<file path="config.mk">
export PLATFORM = sky130hd
export DESIGN_NAME = shr_raster_timer
export DESIGN_NICKNAME = d
export VERILOG_FILES = /design/src/shr_raster_timer.sv
export SDC_FILE = /design/constraint.sdc
export NUM_CORES = 1
export LEC_CHECK = 0
export ABC_AREA = 1
export BUFFER_PORTS_ARGS = -buffer_cell sky130_fd_sc_hd__buf_4
export CELL_PAD_IN_SITES_DETAIL_PLACEMENT = 0
export CELL_PAD_IN_SITES_GLOBAL_PLACEMENT = 2
export CORE_ASPECT_RATIO = 0.9
export CORE_MARGIN = 5
export CORE_UTILIZATION = 29
export CTS_BUF_LIST = sky130_fd_sc_hd__clkbuf_4
export CTS_CLUSTER_DIAMETER = 120
export CTS_CLUSTER_SIZE = 8
export DETAILED_ROUTE_END_ITERATION = 7
export MAX_ROUTING_LAYER = met4
export PLACE_DENSITY_LB_ADDON = 0.1
export SLEW_MARGIN = 30
export SYNTH_ARGS = -nofsm -noshare
export SYNTH_HDL_FRONTEND = slang
export SYNTH_SLANG_ARGS = --single-unit
</file>
<file path="constraint.sdc">
create_clock -name clk -period 1.15 [get_ports clk]
set_input_delay 0.115 -clock clk [delete_from_list [all_inputs] [get_ports clk]]
set_output_delay 0.115 -clock clk [all_outputs]
set_load 0.02 [all_outputs]
</file>
<file path="src/shr_raster_timer.sv">
`default_nettype none

module shr_raster_timer #(
  parameter int ACTIVE_W      = 720,
  parameter int H_TOTAL       = 858,
  parameter int ACTIVE_H_NTSC = 480,
  parameter int ACTIVE_H_PAL  = 576,
  parameter int V_TOTAL_NTSC  = 525,
  parameter int V_TOTAL_PAL   = 625
) (
  input  wire logic        clk,
  input  wire logic        reset,
  input  wire logic        pal,
  output logic      [10:0] cx,
  output logic      [9:0]  cy,
  output logic             active_x,
  output logic             active_y,
  output logic             hsync,
  output logic             vsync,
  output logic             frame_start
);

  logic [9:0] active_h;
  logic [9:0] v_total;
  logic       line_end;
  logic       last_line;

  // Frame geometry follows the standard in force
  assign active_h = pal ? 10'(ACTIVE_H_PAL) : 10'(ACTIVE_H_NTSC);
  assign v_total  = pal ? 10'(V_TOTAL_PAL) : 10'(V_TOTAL_NTSC);
  assign line_end = cx == 11'(H_TOTAL - 1);

  always_ff @(posedge clk or posedge reset) begin
    if (reset) begin
      cx        <= '0;
      cy        <= '0;
      last_line <= 1'b0;
    end else if (line_end) begin
      cx <= '0;
      if (last_line) begin
        cy        <= '0;
        last_line <= 1'b0;
      end else begin
        cy        <= cy + 10'd1;
        last_line <= cy == v_total - 10'd2;
      end
    end else begin
      cx <= cx + 11'd1;
    end
  end

  assign active_x    = cx < 11'(ACTIVE_W);
  assign active_y    = cy < active_h;
  assign hsync       = cx >= 11'(ACTIVE_W + 4) && cx <= 11'(ACTIVE_W + 11);
  // First line below the picture
  assign vsync       = cy == active_h;
  assign frame_start = cx == 11'd0 && cy == 10'd0;

endmodule

`default_nettype wire

</file>
==> impl_metrics.py <==
metrics = {
    "hold_path": {
        "hp-class": "in2async",
    },
    "cells_and_area": {
        "drive_above_1_share_pct": 65.3,
        "finalNetCount": 339,
        "seqCellArea_um2": 573,
        "area_growth_pct": 110,
        "nFillCells": 462,
        "diodes": 0,
        "multiInputGateArea_um2": 1210,
        "stdcell_area_um2": 3190,
    },
    "timing": {
        "whs_ns": 0.371,
        "relSlewSlack_pct": 70.7,
        "max_freq_mhz": 563,
        "setup_viol": 45,
        "period_minus_slack_ns": 1.78,
        "worst_pin_slew_ns": 0.439,
        "finClkSkew_ns": 0.00441,
        "setup_tns_ns": -11.09,
        "hold_viol_final": 0,
        "slew_violations": 0,
        "setup_slack_ns": -0.627,
        "period_share_pct": 155,
        "rsz0062_at_grt": "yes",
    },
    "routing": {
        "post_drt_wl_per_cell_um": 15.1,
        "first_pass_iters": 4,
        "final_antenna_net_count": 0,
        "vias_per_cell": 4.86,
        "drc": 0,
        "via_count": 1909,
        "wirelength_mm": 5.95,
        "drtIter0Drc": 243,
    },
    "clock_tree": {
        "cts_htree_levels": 1,
        "cts_sinks": 22,
        "insertion_delay_ns": 0.32,
        "cts-root-buf": "clkbuf_4",
        "cts_made_buffers": 3,
        "clockBufferDepth": 2,
        "tritoncts": "done",
        "clk_pin_slew_ns": 0.15,
    },
    "placed_design": {
        "io_buffers": 28,
        "hpwlAfterDp_mm": 3.93,
        "place.gp.congestion": 0.831,
        "placed_area_um2": 2420,
    },
    "synth": {
        "yosysMostFrequentCell": "nand2_1",
        "syn-num-nets": 221,
        "yosysWarningCount": 0,
        "synth-edff-count": 0,
        "yosys.cell_types.count": 26,
        "synth_seq_area_share_pct": 36.2,
        "synth.largest_area_cell": "dfrtp_1",
        "ys_ff_latch": 22,
        "synth_ff_type": "dfrtp_1",
        "synth_top_area_share_pct": 36.2,
        "synth_common_cells": "nand2_1 (40), inv_1 (30), dfrtp_1 (22)",
        "syn_area_per_cell_um2": 7.27,
        "synthCells": 209,
        "async_reset_ff_share_pct": 100,
        "syn_area_um2": 1520,
        "synth.area.top_cells": "dfrtp_1 (36%), nand2_1 (9.9%), ha_1 (7.4%)",
    },
    "floorplan": {
        "fp.dieH_um": 78.7,
        "pin_count": 29,
        "coreArea_um2": 5160,
        "die_w_um": 86.3,
        "initial_core_util_pct": 29.5,
        "placementRows": 25,
        "dieArea_um2": 6790,
    },
    "setup_path": {
        "reg2reg_to": "cy[4]",
        "ff2ff_path_depth": 10,
        "cpLargestDelayFamily": "flip-flops",
        "arrival_ns": 1.66,
        "crit_type": "reg2out",
        "startpoint_type": "flop",
        "r2r_slack_ns": -0.42,
        "max_stage_delay_ns": 0.46,
        "path_max_fanout": 2,
        "path_cells": "ha_4 -> nand3_2 -> nor2_2 -> inv_2 -> o211ai_1 -> inv_2 -> buf_6",
        "worstPathRequired_ns": 1.03,
        "cp_slowest_cell": "dfrtp_2",
        "worstSetupEndpointType": "output pin",
        "crit_top_cell": "inv_2",
        "path_buf_inv": 3,
        "rr_startpoint": "cx[0]",
    },
    "power_and_ir_drop": {
        "swShare_pct": 25.7,
        "design_power_total_uw": 1240,
        "leakage_uw": 0.00147,
        "max-vdd-ir-drop_mv": 0.270,
        "combinationalPowerShare_pct": 4.8,
        "p_seq_share_pct": 62.2,
        "clkPwrFrac_pct": 33.1,
        "p_switching_uw": 319,
        "power_density_nw_per_um2": 390,
        "power.internal_uw": 925,
    },
    "global_route": {
        "grt-ovfl-total": 0,
        "grtUsageMet2_pct": 28.1,
        "grt_pass1_wl_mm": 9.54,
        "antenna_found_initial": 0,
        "grt_pass1_vias": 2000,
        "grt_max_degree": 23,
        "gr-usage-all-layers_pct": 18.0,
        "met3_usage_pct": 2.20,
        "met1_usage_pct": 24.2,
        "top_usage_layer": "met2",
    },
    "outcome": {
        "violations": "negative setup slack",
        "outcome": "finished with violations",
    },
    "run": {
        "maxCapViolCount": 0,
    },
}
worst max-delay path by stage:
stage          start          end  slack (ns)  cells past startpoint
3_5_place_dp   cy[9]     active_y       -0.26                      7
3_3_place_gp   cy[7]  frame_start       -0.28                      5
2_1_floorplan  cy[8]     active_y       -0.20                      6
6_report       cy[9]     active_y       -0.63                      7
5_1_grt        cx[7]        hsync       -0.69                      5
4_1_cts        cy[8]     active_y       -0.63                      7
layout make-up:
type	instances	share of cell area, %
clock buffers	3	0.707
multi-input cells	152	38.1
flip-flops and latches	22	18.0
repair buffers	116	36.4
clock inverters	1	0.118
well taps	67	2.63
inverters	32	4.04
worst reg2reg max path, cell delays in order (launching register included):
cell and delay (ns):
dfrtp_2 0.46, buf_6 0.13, buf_6 0.11, ha_4 0.15
buf_6 0.11, nand3_4 0.07, nor2_4 0.05, buf_12 0.12
buf_12 0.12, nand4_1 0.06, o21ai_1 0.08
layout by cell type, fill, tap and decap left out, drive strengths merged:
cell type    instances
dfrtp               22
ha                   9
a21oi                7
buf                115
or2                  1
xor2                 2
o21ai               18
nand3               20
nor3                 6
nor2                24
nor4                 4
o211ai               2
inv                 31
o21bai               2
dlygate4sd3          1
nand2               43
clkinvlp             1
xnor2                1
clkbuf               3
clkinv               1
nand3b               1
nand4               12
per-layer routing:
layer	share of wire, %	wire, um
met2	49	2930
met3	4.5	270
met1	45	2670
met5	0	0
met4	1.4	83
power groups by stage:
| stage | logic (uW) | clock network (uW) | registers, uW |
|---|---|---|---|
| final | 59.4 | 411 | 773 |
| after floorplan | 27.5 | 0 | 788 |
| after CTS | 58.7 | 425 | 773 |
| after global routing | 67.2 | 446 | 774 |
| after global placement | 54.9 | 0 | 788 |
| after detailed placement | 55.9 | 0 | 788 |
logic make-up (layout without fill, tap and decap cells):
family	count (synthesis)	after routing	share of synthesized area, %
compound gates	29	29	10.2
flops	22	22	36.2
buf+inv	36	152	9.96
simple gates	110	111	34.5
fa+ha+maj	9	9	7.41
xor+xnor	3	3	1.73
sequential cells by signal (all words and copies together) (netlist names):
name / count
last_line: 1
cy: 10
cx: 11
metrics by stage:
stage	utilization (%)	std cells	setup slack, ns
after floorplan	-	209	-0.204
after global placement	46.9	359	-0.277
after detailed placement	46.9	359	-0.261
after CTS	57.4	383	-0.632
after global routing	61.7	393	-0.694
final	61.7	393	-0.627
what timing repair did:
item	CTS	global route
resized for setup	84	53
setup endpoints to repair	46	47
setup buffers	17	19
cloned	3	0
endpoints found under the hold margin	22	0
pin swaps	15	16
hold buffers	1	0
(Power assumes the default switching activity.)
