### src/shr_pkg.sv
`default_nettype none

package shr_pkg;

  typedef struct packed {
    logic        cyc;
    logic        stb;
    logic        we;
    logic [15:0] adr;
    logic [31:0] dat;
  } wb_req_t;

  typedef struct packed {
    logic        ack;
    logic [31:0] dat;
  } wb_rsp_t;

  typedef struct packed {
    logic [7:0] pad;
    logic [7:0] red;
    logic [7:0] green;
    logic [7:0] blue;
  } rgb888_t;

  // GGGG GGRR RRRB BBBB
  typedef struct packed {
    logic [5:0] green;
    logic [4:0] red;
    logic [4:0] blue;
  } rgb565_t;

  // Upper half is the left pixel
  typedef union packed {
    rgb888_t          rgb888;
    rgb565_t [1:0]    mid;
  } vram_word_u;

  typedef enum logic {
    FMT_COLOR = 1'b0,
    FMT_MID   = 1'b1
  } shr_fmt_e;

  typedef struct packed {
    logic     enable;
    shr_fmt_e fmt;
    logic     pal;
  } shr_mode_t;

  typedef struct packed {
    logic       de;
    logic       hsync;
    logic       vsync;
    logic [7:0] red;
    logic [7:0] green;
    logic [7:0] blue;
  } video_out_t;

  localparam logic [15:0] REG_MODE   = 16'd0;
  localparam logic [15:0] REG_STATUS = 16'd1;

endpackage

`default_nettype wire

### src/shr_mode_ctrl.sv
`default_nettype none

module shr_mode_ctrl (
  input  wire logic               clk,
  input  wire logic               reset,
  input  wire shr_pkg::wb_req_t   wb_reg_req,
  input  wire logic               frame_start,
  output shr_pkg::wb_rsp_t        wb_reg_rsp,
  output shr_pkg::shr_mode_t      mode
);

  typedef enum logic {
    IDLE,
    ARMED
  } state_e;

  state_e             state;
  shr_pkg::shr_mode_t pending;
  logic               access;
  logic               wr_mode;
  logic               ack_q;
  logic [31:0]        dat_q;

  assign access  = wb_reg_req.cyc && wb_reg_req.stb && !ack_q;
  assign wr_mode = access && wb_reg_req.we && wb_reg_req.adr == shr_pkg::REG_MODE;

  // A later write replaces the pending mode; it lands at the next frame
  always_ff @(posedge clk or posedge reset) begin
    if (reset) begin
      state   <= IDLE;
      pending <= '0;
      mode    <= '0;
    end else begin
      if (wr_mode) pending <= shr_pkg::shr_mode_t'(wb_reg_req.dat[2:0]);
      case (state)
        IDLE: if (wr_mode) state <= ARMED;
        ARMED: begin
          if (frame_start && !wr_mode) begin
            mode  <= pending;
            state <= IDLE;
          end
        end
        default: state <= IDLE;
      endcase
    end
  end

  always_ff @(posedge clk or posedge reset) begin
    if (reset) ack_q <= 1'b0;
    else ack_q <= access;
  end

  always_ff @(posedge clk) begin
    if (access) begin
      case (wb_reg_req.adr)
        shr_pkg::REG_MODE:   dat_q <= {29'd0, mode};
        shr_pkg::REG_STATUS: dat_q <= {28'd0, state == ARMED, mode};
        default:             dat_q <= '0;
      endcase
    end
  end

  assign wb_reg_rsp = '{ack: ack_q, dat: dat_q};

endmodule

`default_nettype wire

### config.mk
export PLATFORM = sky130hd
export DESIGN_NAME = shr_mode_ctrl
export DESIGN_NICKNAME = d
export VERILOG_FILES = /design/src/shr_pkg.sv /design/src/shr_mode_ctrl.sv
export SDC_FILE = /design/constraint.sdc
export NUM_CORES = 1
export LEC_CHECK = 0
export BUFFER_PORTS_ARGS = -buffer_cell sky130_fd_sc_hd__clkbuf_2
export CAP_MARGIN = 20
export CORE_AREA = 2 2 52 54
export DETAILED_ROUTE_END_ITERATION = 12
export DIE_AREA = 0 0 54 56
export HOLD_SLACK_MARGIN = 0.02
export PLACE_DENSITY = 0.74
export SYNTH_ARGS = -nofsm -noshare
export SYNTH_HDL_FRONTEND = slang
export SYNTH_SLANG_ARGS = --single-unit
### constraint.sdc
create_clock -name clk -period 1.8 [get_ports clk]
set_input_delay 0.36 -clock clk [delete_from_list [all_inputs] [get_ports clk]]
set_output_delay 0.36 -clock clk [all_outputs]
set_load 0.005 [all_outputs]
==> results.py <==
metrics = {
    "run_status": {
        "status": "completed",
    },
    "grt": {
        "grt_pass1_vias": 477,
        "grtUsageMet1_pct": 6.15,
        "antenna_found_initial": 0,
        "use_met3_pct": 1.88,
        "busiest_layer": "met2",
        "grt_usage_pct": 7.78,
        "grt_pass1_wl_um": 1730,
        "grt.met2_usage_pct": 13.9,
        "grt.overflow.total": 0,
        "grt_max_degree": 9,
    },
    "cts": {
        "cts.sinks": 12,
        "cts-buffers-inserted": 3,
        "clk_pin_slew_ns": 0.07,
        "postCtsSetupBuffers": 0,
        "cts.hold.buffers_added": 1,
        "insertion_delay_ns": 0.27,
        "clock_path_buffers": 2,
        "clock-root-buffer": "clkbuf_4",
        "cts_resized": 0,
        "h-tree-depth": 1,
        "cts_tree": "done",
    },
    "worst_setup_path": {
        "critical_path_class": "in2reg",
        "cpMostUsedCell": "and4_4",
        "worstPathCellList": "clkbuf_2 -> nor4_1 -> and4_4 -> and4_4 -> mux2_4",
        "cp_slowest_cell": "mux2_4",
        "r2r-end": "pending[2]",
        "cp_max_fo": 6,
        "r2r_slack_ns": 0.49,
        "rr_startpoint": "ack_q",
        "r2r_cells": 3,
        "crit_path_end_kind": "register",
        "worstPathRequired_ns": 1.96,
        "cp-start-kind": "input port",
        "cp.arrival_ns": 1.57,
        "max_stage_delay_ns": 0.30,
    },
    "logic_synthesis": {
        "synth_flop_cell": "dfrtp_1",
        "synth_edf_count": 4,
        "synth_top_area_share_pct": 29.2,
        "syn_inst": 66,
        "synth-seq-cells": 12,
        "async_reset_ff_share_pct": 66.7,
        "synth_largest_area_cell": "buf_4",
        "avgSynthCellArea_um2": 11.3,
        "yosys_warnings": 0,
        "post-synth-top-count-cell": "buf_4",
        "synth_commonest_cells": "29 x buf_4, 8 x dfrtp_1, 4 x edfxtp_1",
        "syn_area_um2": 746,
        "synth_seq_area_share_pct": 43.0,
        "synthTopCellsByArea": "buf_4 29%, dfrtp_1 27%, edfxtp_1 16%, mux2_4 6.0%, mux2_2 4.5%",
        "yosysUniqueCellTypes": 17,
    },
    "cells_and_area": {
        "multiInputGateArea_um2": 298,
        "antenna_cells": 0,
        "synthToLayoutAreaGrowth_pct": 16.8,
        "drive_above_1_share_pct": 50.0,
        "nets": 157,
        "seqCellArea_um2": 320,
        "fill_cells": 247,
    },
    "run": {
        "max_cap_viol_count": 0,
    },
    "floorplan": {
        "die_area_um2": 3020,
        "rows": 18,
        "core_area_um2": 2430,
        "die_w_um": 54,
        "num_io_pins": 90,
        "die_y_um": 56,
        "initial_core_util_pct": 30.7,
    },
    "hold_path": {
        "worstHoldEndpoint": "pending[0]",
        "hp-start": "wb_reg_req[0]",
        "hold_path.class": "in2reg",
        "hold_depth": 2,
    },
    "placement": {
        "placement.io_buffers": 32,
        "gp_congestion": 0.655,
        "place_hpwl_um": 1050,
    },
    "drt": {
        "wl_per_cell_um": 8.75,
        "firstDrtPassIters": 3,
        "remaining_drc_errors": 0,
        "dr.first_iter.drc_count": 1,
        "vias_per_cell": 3.80,
        "antenna_left": 0,
        "routed_wl_um": 1160,
        "vias": 501,
    },
    "sta": {
        "fin_setup_tns_ns": 0,
        "slew_violations": 0,
        "hold_violations": 0,
        "setup_viol": 0,
        "timing.final.crit_period_ns": 1.41,
        "skew_ns": 0.00503,
        "rsz0062_at_grt": "false",
        "post-route-period-util_pct": 78.1,
        "max_freq_ghz": 0.711,
    },
    "power": {
        "total_power_mw": 0.509,
        "powerDensity_nw_per_um2": 584,
        "irDropWorstVdd_v": 0.000247,
        "p_leak_nw": 0.496,
    },
}
==> state kept, by name, indices dropped and copies added, names as in the netlist <==
name,flops
ack_q,1
dat_q,4
mode,3
pending,3
state,1
==> layout by cell type, fill, tap and decap left out <==
| cell type | synthesis | layout |
|---|---|---|
| and3_2 | 1 | 1 |
| and4_4 | 2 | 2 |
| clkbuf_2 | 0 | 32 |
| clkinv_1 | 0 | 1 |
| nor4_2 | 1 | 1 |
| and2_2 | 3 | 3 |
| clkbuf_4 | 0 | 3 |
| nand2_1 | 2 | 2 |
| buf_4 | 29 | 1 |
| mux2_4 | 3 | 3 |
| a41o_2 | 1 | 1 |
| inv_1 | 3 | 3 |
| conb_1 | 1 | 28 |
| nor4_1 | 2 | 2 |
| a21o_2 | 1 | 1 |
| dfrtp_1 | 8 | 8 |
| nor2_1 | 1 | 1 |
| dlygate4sd3_1 | 0 | 1 |
| nor3_1 | 1 | 1 |
| mux2_2 | 3 | 3 |
| edfxtp_1 | 4 | 4 |
==> layout make-up <==
type / count / share of cell area [%]
Sequential cell: 12 / 36.8
Clock buffer: 3 / 2.59
Multi-Input combinational cell: 49 / 34.2
Clock inverter: 1 / 0.431
Timing Repair Buffer: 34 / 20.4
Tap cell: 30 / 4.31
Inverter: 3 / 1.29
==> stage by stage <==
| stage | std cells | instance area (um^2) | util (%) | hold WS, ns | worst slack, ns |
|---|---|---|---|---|---|
| after floorplan | 93 | 847 | - | 0.176 | 0.256 |
| final | 132 | 871 | 35.8 | 0.315 | 0.394 |
| after CTS | 132 | 871 | 35.8 | 0.308 | 0.379 |
| after detailed placement | 127 | 835 | 34.3 | 0.304 | 0.0853 |
| after global routing | 132 | 871 | 35.8 | 0.301 | 0.311 |
| after global placement | 127 | 835 | 34.3 | 0.297 | 0.105 |
==> layer usage <==
layer | wire (um) | share of wire [%] | vias to the layer above
li1 | - | - | 237
met1 | 329 | 28 | 225
met2 | 643 | 56 | 34
met3 | 140 | 12 | 5
met4 | 41 | 3.5 | 0
met5 | 0 | 0 | -
==> how the worst max path moves through the flow <==
stage,to,from,slack (ns),cells past startpoint
6_report,pending[2],wb_reg_req[43],0.39,5
5_1_grt,mode[1],wb_reg_req[43],0.31,5
4_1_cts,pending[2],wb_reg_req[43],0.38,5
3_5_place_dp,pending[2],wb_reg_req[43],0.09,5
3_3_place_gp,pending[2],wb_reg_req[33],0.10,5
2_1_floorplan,pending[0],wb_reg_req[43],0.26,4
==> cells by family (layout without fill, tap and decap cells) <==
family | Yosys count | in the layout | share of synthesized area [%]
compound gates | 2 | 2 | 2.68
flops | 12 | 12 | 43.0
mux | 6 | 6 | 10.6
buf+inv | 32 | 41 | 30.7
other cells | 1 | 28 | 0.503
simple gates | 13 | 13 | 12.6
==> worst max-delay path: cells and delay by family <==
family | cells | cell delay (ns)
mux | 1 | 0.30
simple gates | 3 | 0.83
buf+inv | 1 | 0.08
==> power breakdown <==
part,internal [mW],leakage [nW],switching [mW]
registers,0.286,0.149,0.00130
logic,0.0262,0.332,0.0323
clock network,0.0803,0.0154,0.0829
total,0.392,0.496,0.116
Power figures use the tool's default switching activity.
